<file path="src/include/nice_cfg.svh">
`ifndef NICE_CFG_SVH
`define NICE_CFG_SVH

// letters per string
`define NICE_STR_CHARS 16

`define NICE_CHAR_BITS 5 // a..z fits in 5 bits

// width of each tally counter
`define NICE_COUNT_BITS 16

`define NICE_STR_BITS (`NICE_STR_CHARS * `NICE_CHAR_BITS)

`endif
</file>
<file path="src/verilog/nice_pkg.sv">
`default_nettype none

`include "nice_cfg.svh"

package nice_pkg;

    // a=0 .. z=25
    typedef logic [`NICE_CHAR_BITS-1:0] char_code_t;

    // flat view for the pair tracker, letter view for the rest
    // chars[0] is the first letter received and sits in the low bits
    typedef union packed {
        logic [`NICE_STR_BITS-1:0]           flat;
        char_code_t [`NICE_STR_CHARS-1:0]    chars;
    } string_word_u;

endpackage

`default_nettype wire

</file>
<file path="src/verilog/nice_string_filter_top.sv">
`timescale 1ns/1ps
`default_nettype none

`include "nice_cfg.svh"

module nice_string_filter_top (
    input  wire                         clk,
    input  wire                         arst_n,
    input  wire                         char_valid,
    input  wire  [7:0]                  char_byte,
    input  wire                         char_last,
    output logic                        nice_pulse,
    output logic [`NICE_COUNT_BITS-1:0] nice_count,
    output logic [`NICE_COUNT_BITS-1:0] string_count,
    output logic [`NICE_COUNT_BITS-1:0] error_count
);

    import nice_pkg::*;

    logic         string_valid;
    logic         string_error;
    logic         has_repeating_char;
    string_word_u string_word;

    string_assembler u_assembler (
        .clk          (clk),
        .arst_n       (arst_n),
        .char_valid   (char_valid),
        .char_byte    (char_byte),
        .char_last    (char_last),
        .string_valid (string_valid),
        .string_error (string_error),
        .string_word  (string_word)
    );

    // combinational, lines up with string_valid
    repeat_gap_detector u_gap (
        .string_word        (string_word),
        .has_repeating_char (has_repeating_char)
    );

    non_overlapping_pairs_tracker #(
        .STRING_DATA_WIDTH (`NICE_STR_BITS)
    ) u_pairs (
        .clk                (clk),
        .arst_n             (arst_n),
        .has_repeating_char (has_repeating_char),
        .string_valid       (string_valid),
        .string_data        (string_word.flat),
        .string_is_nice     (nice_pulse)
    );

    nice_tally u_tally (
        .clk            (clk),
        .arst_n         (arst_n),
        .string_valid   (string_valid),
        .string_error   (string_error),
        .string_is_nice (nice_pulse),
        .nice_count     (nice_count),
        .string_count   (string_count),
        .error_count    (error_count)
    );

endmodule

`default_nettype wire

</file>
<file path="src/verilog/nice_tally.sv">
`timescale 1ns/1ps
`default_nettype none

`include "nice_cfg.svh"

module nice_tally (
    input  wire                         clk,
    input  wire                         arst_n,
    input  wire                         string_valid,
    input  wire                         string_error,
    input  wire                         string_is_nice,
    output logic [`NICE_COUNT_BITS-1:0] nice_count,
    output logic [`NICE_COUNT_BITS-1:0] string_count,
    output logic [`NICE_COUNT_BITS-1:0] error_count
);

    // holds at all ones
    function automatic logic [`NICE_COUNT_BITS-1:0] sat_inc(
        input logic [`NICE_COUNT_BITS-1:0] value,
        input logic                         hit
    );
        logic [`NICE_COUNT_BITS-1:0] result;
        result = value;
        if (hit && (value != '1)) begin
            result = value + `NICE_COUNT_BITS'(1);
        end
        return result;
    endfunction

    always_ff @(posedge clk or negedge arst_n) begin
        if (!arst_n) begin
            nice_count   <= '0;
            string_count <= '0;
            error_count  <= '0;
        end else begin
            nice_count   <= sat_inc(nice_count, string_is_nice);
            string_count <= sat_inc(string_count, string_valid);  // accepted only
            error_count  <= sat_inc(error_count, string_error);
        end
    end

endmodule

`default_nettype wire

</file>
<file path="src/verilog/non_overlapping_pairs_tracker.sv">
`timescale 1ns/1ps
`default_nettype none

`include "nice_cfg.svh"

module non_overlapping_pairs_tracker #(
    parameter int STRING_DATA_WIDTH = `NICE_STR_BITS
)(
    input  wire                         clk,
    input  wire                         arst_n,
    input  wire                         has_repeating_char,
    input  wire                         string_valid,
    input  wire [STRING_DATA_WIDTH-1:0] string_data,
    output logic                        string_is_nice  // one cycle pulse
);

    localparam int BITS_PER_CHAR = `NICE_CHAR_BITS;
    localparam int NUM_CHARS = STRING_DATA_WIDTH / BITS_PER_CHAR;
    localparam int MIN_OFFSET = 2;  // smaller offsets would overlap
    localparam int CORRELATION_INSTANCES = NUM_CHARS - MIN_OFFSET - 1;
    localparam int FF_STAGES = 2;

    logic [FF_STAGES-1:0]             valid_shift;
    logic [CORRELATION_INSTANCES-1:0] pair_found;

    // qualifier follows the compare pipeline
    always_ff @(posedge clk or negedge arst_n) begin
        if (!arst_n) begin
            valid_shift <= '0;
        end else begin
            valid_shift <= {valid_shift[FF_STAGES-2:0], string_valid && has_repeating_char};
        end
    end

    genvar i;
    generate
        for (i = 0; i < CORRELATION_INSTANCES; i++) begin : correlation_blocks
            localparam int OFFSET_BITS = BITS_PER_CHAR * (i + MIN_OFFSET);
            localparam int CORR_CHARS = NUM_CHARS - (i + MIN_OFFSET);
            localparam int CORR_BITS = CORR_CHARS * BITS_PER_CHAR;

            logic [CORR_BITS-1:0]  upper_part;
            logic [CORR_BITS-1:0]  lower_part;
            logic [CORR_CHARS-1:0] char_match;
            logic [CORR_CHARS-2:0] neighbor_match;
            logic                  found_r;

            assign upper_part = string_data[STRING_DATA_WIDTH-1:OFFSET_BITS];
            assign lower_part = string_data[CORR_BITS-1:0];

            always_ff @(posedge clk) begin
                for (int j = 0; j < CORR_CHARS; j++) begin
                    char_match[j] <= (upper_part[j*BITS_PER_CHAR +: BITS_PER_CHAR] ==
                                      lower_part[j*BITS_PER_CHAR +: BITS_PER_CHAR]);
                end
            end

            // two adjacent hits form a recurring pair
            always_ff @(posedge clk) begin
                neighbor_match <= char_match[CORR_CHARS-1:1] & char_match[CORR_CHARS-2:0];
            end

            always_ff @(posedge clk or negedge arst_n) begin
                if (!arst_n) begin
                    found_r <= 1'b0;
                end else begin
                    found_r <= valid_shift[FF_STAGES-1] && (|neighbor_match);
                end
            end

            assign pair_found[i] = found_r;
        end
    endgenerate

    always_ff @(posedge clk or negedge arst_n) begin
        if (!arst_n) begin
            string_is_nice <= 1'b0;
        end else begin
            string_is_nice <= |pair_found;
        end
    end

endmodule

`default_nettype wire

</file>
<file path="src/verilog/repeat_gap_detector.sv">
`timescale 1ns/1ps
`default_nettype none

`include "nice_cfg.svh"

module repeat_gap_detector (
    input  wire nice_pkg::string_word_u string_word,
    output logic                        has_repeating_char
);

    localparam int GAP = 2; // letter, one between, same letter

    // e.g. "xyx" or "aaa"
    always_comb begin
        has_repeating_char = 1'b0;
        for (int i = 0; i < `NICE_STR_CHARS - GAP; i++) begin
            if (string_word.chars[i] == string_word.chars[i+GAP]) begin
                has_repeating_char = 1'b1;
            end
        end
    end

endmodule

`default_nettype wire

</file>
<file path="src/verilog/string_assembler.sv">
`timescale 1ns/1ps
`default_nettype none

`include "nice_cfg.svh"

module string_assembler (
    input  wire                     clk,
    input  wire                     arst_n,
    input  wire                     char_valid,
    input  wire  [7:0]              char_byte,
    input  wire                     char_last,
    output logic                    string_valid,
    output logic                    string_error,
    output nice_pkg::string_word_u  string_word
);

    import nice_pkg::*;

    localparam int IDX_BITS = $clog2(`NICE_STR_CHARS);
    localparam int CNT_BITS = IDX_BITS + 1;
    localparam logic [CNT_BITS-1:0] FULL_CNT = CNT_BITS'(`NICE_STR_CHARS);
    localparam logic [CNT_BITS-1:0] LAST_IDX = CNT_BITS'(`NICE_STR_CHARS - 1);

    logic [CNT_BITS-1:0] char_idx;   // letters taken so far, stops at 16
    logic                bad_seen;   // sticky, cleared per string
    logic                bad_next;
    logic                is_letter;
    logic                full;
    logic                str_done;
    logic                str_ok;
    char_code_t          code;
    string_word_u        work_word;
    string_word_u        work_next;

    assign is_letter = (char_byte >= 8'h61) && (char_byte <= 8'h7a);
    assign code      = char_code_t'(char_byte - 8'h61);
    assign full      = (char_idx == FULL_CNT);
    assign bad_next  = bad_seen || !is_letter;
    assign str_done  = char_valid && char_last;

    // length is right only if this char lands on the last slot
    assign str_ok    = !bad_next && (char_idx == LAST_IDX);

    // working copy with the current char merged in
    always_comb begin
        work_next = work_word;
        if (is_letter && !full) begin
            work_next.chars[char_idx[IDX_BITS-1:0]] = code;
        end
    end

    always_ff @(posedge clk) begin
        if (char_valid) begin
            work_word <= work_next;
        end
    end

    // output word only moves when a good string completes
    always_ff @(posedge clk) begin
        if (str_done && str_ok) begin
            string_word <= work_next;
        end
    end

    always_ff @(posedge clk or negedge arst_n) begin
        if (!arst_n) begin
            char_idx     <= '0;
            bad_seen     <= 1'b0;
            string_valid <= 1'b0;
            string_error <= 1'b0;
        end else begin
            string_valid <= str_done && str_ok;
            string_error <= str_done && !str_ok;
            if (char_valid) begin
                if (char_last) begin
                    char_idx <= '0;
                    bad_seen <= 1'b0;
                end else begin
                    if (!full) begin
                        char_idx <= char_idx + CNT_BITS'(1);
                    end
                    bad_seen <= bad_next;
                end
            end
        end
    end

endmodule

`default_nettype wire

</file>
<file path="config.mk">
export PLATFORM = sky130hd
export DESIGN_NAME = nice_string_filter_top
export DESIGN_NICKNAME = d
export VERILOG_FILES = /design/src/verilog/nice_pkg.sv /design/src/verilog/nice_string_filter_top.sv /design/src/verilog/nice_tally.sv /design/src/verilog/non_overlapping_pairs_tracker.sv /design/src/verilog/repeat_gap_detector.sv /design/src/verilog/string_assembler.sv
export VERILOG_INCLUDE_DIRS = /design/src /design/src/include
export SDC_FILE = /design/constraint.sdc
export NUM_CORES = 1
export LEC_CHECK = 0
export BUFFER_PORTS_ARGS = -buffer_cell sky130_fd_sc_hd__clkbuf_2
export CAP_MARGIN = 20
export CORE_UTILIZATION = 50
export DETAILED_ROUTE_END_ITERATION = 10
export PLACE_DENSITY = 0.73
export SLEW_MARGIN = 20
export SYNTH_ARGS = -nofsm -noshare
export SYNTH_HDL_FRONTEND = slang
export SYNTH_SLANG_ARGS = --single-unit
</file>
<file path="constraint.sdc">
create_clock -name clk -period 6.4 [get_ports clk]
set_input_delay 0.64 -clock clk [delete_from_list [all_inputs] [get_ports clk]]
set_output_delay 0.64 -clock clk [all_outputs]
set_load 0.005 [all_outputs]
</file>
# == Yosys cells after proc, flatten, opt, wreduce, memory -nomap -nowiden ==
# Index checks and enable logic that the tools add are counted.
# totals
register_bits,427
out_inout_bits,49
# op_classes
addsub,5
magnitude_cmp,4
eq_ne,124
muxes,21
n_bitwise,13
reduce_logical,43
# ops
cell,n
== test 5 bit,118
bitwise mux 80 bit,1
2-to-1 mux 80 bit,1
adder 16 x 1 -> 16 bit (second input constant),3
inequality test 16 bit (second input constant),3
OR reduction 13 bit,2
logical AND 1 bit,24
demux 5 bit (select 4 bit),1
2-to-1 mux 1 bit,15
2-to-1 mux 5 bit,3
bitwise AND 13 bit,1
bitwise AND 12 bit,1
OR reduction 12 bit,1
bitwise AND 11 bit,1
OR reduction 11 bit,1
bitwise AND 10 bit,1
OR reduction 10 bit,1
bitwise AND 9 bit,1
OR reduction 9 bit,1
bitwise AND 8 bit,1
greater-or-equal comparator 8 x 7 -> 1 bit (second input constant),1
<= comparator 8 x 7 -> 1 bit (second input constant),1
OR reduction 8 bit,1
bitwise AND 7 bit,1
other kinds (22),25

# == Logic depth before layout (Yosys ltp) ==
# depth
word_depth,16
mapped_depth,10

# == By module ==
# A second synthesis with hierarchy kept.
# unflattened
hier_cells,1927
hier_area_um2,23122.2
# modules_own_cells
module,instances,cells_per_inst,area_per_inst_um2
non_overlapping_pairs_tracker,1,1238,13066.3
string_assembler,1,364,6865.3
nice_tally,1,223,2411.1
repeat_gap_detector,1,102,779.5

# == Least setup slack after synthesis ==
# Ideal clock, no wire load.
# synth_timing
kind,input port to flip-flop
start,input port char_byte[0]
end,"register u_assembler.string_word[0] (netlist bit), enable pin"
arrival_time_ns,5.295
required_ns,5.880
slack_ns,0.585
cell_stages,9
n_path_buf,2
path_cell_list,inv_1 -> clkbuf_1 -> ha_1 -> inv_1 -> a211oi_1 -> o31a_1 -> buf_6 -> nand3b_1 -> nor2_1
# synth_between
elab_chain_cells,7
# synth_lines
item,line,rtl
from (decl),nice_string_filter_top.sv:10,"input wire [7:0] char_byte,"
greater-or-equal comparator 8 x 7 -> 1 bit or <= comparator 8 x 7 -> 1 bit (tied branches),string_assembler.sv:35,assign is_letter = (char_byte >= 8'h61) && (char_byte <= 8'h7a);
logical AND 1 bit *,string_assembler.sv:35,
logical NOT 1 bit *,string_assembler.sv:38,assign bad_next = bad_seen || !is_letter;
logical OR 1 bit *,string_assembler.sv:38,
logical NOT 1 bit *,string_assembler.sv:42,assign str_ok = !bad_next && (char_idx == LAST_IDX);
logical AND 1 bit *,string_assembler.sv:42,
logical AND 1 bit *,string_assembler.sv:60,if (str_done && str_ok) begin
to (signal assigned),string_assembler.sv:61,string_word <= work_next;
to (decl),string_assembler.sv:14,output nice_pkg::string_word_u string_word
# Every way passes the cells marked *; elsewhere a longest branch is shown, timed or not.
# A chain may end at the register's enable or synchronous reset.

# == Final worst setup path ==
# layout_timing
start,input port char_byte[0]
end,"register u_assembler.string_word[74] (netlist bit), enable pin"
# The elaborated chain is that of the path after synthesis.

==> summary.txt <==
Status
  • Status: finished with violations
  • Failing checks: DRC

GRT
  • Gr usage total: 0.2596
  • Pin count of the biggest net entering global routing: 55
  • Congestion Overflow GR: 0
  • First-pass GRT wire length: ~80 mm
  • Vias in the first global route: 12,793
  • Initial antenna violation count: 2

Clocking
  • Post_cts resized: 0
  • Clock Tree Buf Depth: 3
  • H-tree level count: 2
  • CTS tree: done
  • Post-CTS setup buffers: 0
  • Root Driver: clkbuf_16
  • Hold-fix buffers at CTS: 1
  • CTS sink cnt: 427
  • Clk pin slew, worst setup/hold paths: roughly 0.05 ns
  • Clock latency on the worst-skew pair: about 0.57 ns
  • CTS Buf Count: 42

Worst setup path
  • Delay-heaviest family, CP: buffers and inverters
  • Reg2reg end: u_assembler.string_word[74]
  • Reg2Reg Launch Point: u_assembler.char_idx[1]
  • R2r setup slk: about 3.7 ns
  • Critical-path top delay cell: o31a_1
  • Worst-path cell chain: clkbuf_2, inv_1, ha_1, inv_1, a211oi_1, o31a_1, nand3b_1, nor2_4, buf_4
  • Arrival time worst endpoint: 3.89 ns
  • Crit path required time: 6.61 ns
  • R2R depth: 6
  • Worst Path Max Fanout: 34
  • Crit Path Class: in -> reg
  • Buffers & Inverters on Critical Path: 4
  • Critical Path Max Stage Delay: 0.71 ns
  • CP startpoint kind: input pin
  • Most used cell along the critical path: inv_1
  • Worst Setup End Kind: register

Yosys
  • Post-synth top area share: 0.2394
  • Post-synthesis mux area share: 0.04757
  • Sequential share of the synthesized area: 0.5237
  • Synth cell count leaders: xnor2_1, xor2_1, dfxtp_1
  • Yosys Warn Count: 0
  • Area leader, netlist: edfxtp_1
  • Post-Synthesis Cells: 1,788
  • Number of flops mapped to enable cells by yosys: 160
  • Seq cells post-synth: around 430
  • Most frequent cell after synthesis: xnor2_1
  • Yosys cell types: 42
  • Post-Synth XOR/XNOR Area: 0.2475
  • Ys async rst share: 0.1686
  • Synth Area per Inst: 11.22 um^2
  • Dominant combinational cell family by area after synthesis: XOR/XNOR gates
  • Synth area leaders: edfxtp_1, dfxtp_1, xnor2_1
  • Post-synthesis adder-cell area fraction: 0.006858
  • Mapped Area: ~20,000 um^2
  • Synth Area in Compound Gates: 0.01035
  • Ys flop type: dfxtp_1
  • Simple-Gate Fraction of Synth Area: 0.1242
  • Post-Syn Nets: roughly 1,800

Timing
  • Slew at the pin closest to its max-slew limit: 1.229 ns
  • Final max-slew violation count: 0
  • Endpoints failing setup: 0
  • Period utilization: 0.5760
  • Clock period minus worst slack: 3.686 ns
  • F_max: 271.3 MHz
  • Final TNS setup: 0 ns
  • Rel. slew slack: 0.1804
  • RSZ-0062 raised after global routing: no
  • Setup Skew: 0.03116 ns
  • Endpoints failing hold: 0
  • Worst Slack Setup Final: 2.714 ns

Drt
  • Starting DRT DRC Count: about 1,300
  • Vias/cell: 5.670
  • 1st-pass router iterations: 8
  • Final WL: 53.15 mm
  • Vias: ~13,000
  • WL/cell: 23.10 um
  • Drt drc: 4
  • Final ANT Viol Nets: 0

Pwr
  • Combinational Power Share: 0.039
  • Max VDD drop: 233.0 uV
  • Switching power total: 1.234 mW
  • Clock share of power: 0.441
  • PnR Total Power: 5.634 mW
  • Pleak: 8.250 nW
  • Pint: between 4 and 5 mW
  • Part of the power in registers: 0.521
  • PwrDens: 255.7 nW/um^2
  • Switching part of the total: 0.2190

Min path
  • Hold path cells: 2
  • Min-delay src: char_last
  • WHS Endpoint: u_assembler.char_idx[0]
  • Worst Hold Class: in -> reg

Layout
  • Synth-to-Final Area Change: 9.807%
  • Nets@finish: about 1,800
  • FILL cells: 3,323
  • Layout cells sized above 1: 0.1285
  • Non-Filler Instances: 2,301
  • Design area: between 20,000 and 25,000 um^2

Floorplanning
  • Initial Util: 0.5062
  • Chip width: 202.3 um
  • Core Region: about 40,000 um^2
  • I/O pins: 61
  • Rows: between 70 and 80
  • DIE AREA: 40,940 um^2
  • Die H: 202.3 um

Place
  • Port bufs: 60
  • Dpl cell area: 20,540 um^2
  • Detailed placement HPWL: 32.22 mm
  • Dpl cells: 2,218
  • Placer Congestion: around 0.86
  • Dpl ws: 2.115 ns

Job
  • Max Cap Viol: 0
## how the worst max path moves through the flow
| stage | from | to | slack [ns] | cells after the start |
|---|---|---|---|---|
| CTS | char_byte[0] | u_assembler.string_word[74] | 2.68 | 9 |
| floorplan | char_byte[0] | u_assembler.string_word[0] | 0.59 | 9 |
| finish | char_byte[0] | u_assembler.string_word[74] | 2.71 | 9 |
| detailed placement | char_byte[0] | u_assembler.string_word[41] | 2.11 | 9 |
| global route | char_byte[0] | u_assembler.string_word[74] | 2.47 | 9 |
| global placement | char_byte[0] | u_assembler.string_word[41] | 2.17 | 9 |
## placed cells by master, fill, tap and decap left out, types with 3 or more instances in the layout
cell type and count:
nand2_1 23, inv_1 28, and3_1 15, a21oi_1 10, a31oi_1 4, dfrtp_1 72, xnor2_1 343, mux2_4 8
nor2b_1 4, buf_8 3, clkinv_2 8, and4_1 5, mux2_2 59, ha_1 11, edfxtp_1 160, nand4_1 18
clkbuf_2 59, clkbuf_1 11, buf_4 26, nor4_1 23, xor2_1 222, nor2_1 21, clkbuf_8 5, clkbuf_16 46
mux2i_1 17, nor3_1 120, dfxtp_1 195, nand3_1 130, and2_1 94
## power groups by stage
| stage | sequential, mW | clock (mW) | combinational, mW |
|---|---|---|---|
| 4_1_cts | 2.93 | 2.52 | 0.220 |
| 2_1_floorplan | 2.97 | 0 | 0.124 |
| 5_1_grt | 2.94 | 2.63 | 0.238 |
| 6_report | 2.93 | 2.48 | 0.217 |
| 3_3_place_gp | 2.99 | 0 | 0.206 |
| 3_5_place_dp | 2.99 | 0 | 0.217 |
## cell families after synthesis
logic type,after synthesis
and+or+nand+nor,462
muxes,84
adders and majority gates,11
DFF,427
xor gates and xnor gates,567
buffers and inverters,207
AOI/OAI and AO/OA,30
## layer usage
metal,vias up,track usage,share of wire
met2,657,0.4030,0.45
met3,162,0.05547,0.094
met1,6423,0.3472,0.41
met4,2,0.1198,0.044
met5,-,0,0.00024
li1,5803,-,-
## worst reg2reg max path, delay by kind of cell, from the launching register on
| family | cells | cell delay [ns] |
|---|---|---|
| DFF | 1 | 0.41 |
| and+or+nand+nor | 3 | 0.98 |
| adders and majority gates | 2 | 0.47 |
| buffers and inverters | 1 | 0.54 |
## area by class of cell
class,count,area [um^2],area share
antenna,1,2.502,0.0001136
timing repair buffer,89,568.0,0.02578
multi-input combinational,1154,8781,0.3985
clock inverter,13,138.9,0.006303
tap,525,656.9,0.02981
clock buffer,64,1274,0.05780
inverter,28,105.1,0.004769
sequential,427,10510,0.4769
## state kept, by name, summed over array words and instances, names as in the netlist
name and flops:
u_assembler.work_word 80, u_pairs.correlation_blocks.neighbor_match 91, u_assembler.string_word 80, u_pairs.correlation_blocks.found_r 13
u_assembler.bad_seen 1, u_tally.nice_count 16, u_assembler.string_valid 1, u_assembler.char_idx 5
u_pairs.correlation_blocks.char_match 104, u_pairs.valid_shift 2, u_tally.string_count 16, u_tally.error_count 16
u_assembler.string_error 1, u_pairs.string_is_nice 1
## per-stage QoR
| stage | util | hold WS (ns) |
|---|---|---|
| 6_report | 0.5559 | 0.3503 |
| 5_1_grt | 0.5558 | 0.3544 |
| 4_1_cts | 0.5540 | 0.3370 |
| 3_5_place_dp | 0.5181 | 0.3637 |
| 3_3_place_gp | 0.5181 | 0.3452 |
| 2_1_floorplan | - | 0.3312 |
Power figures use the tool's default switching activity.
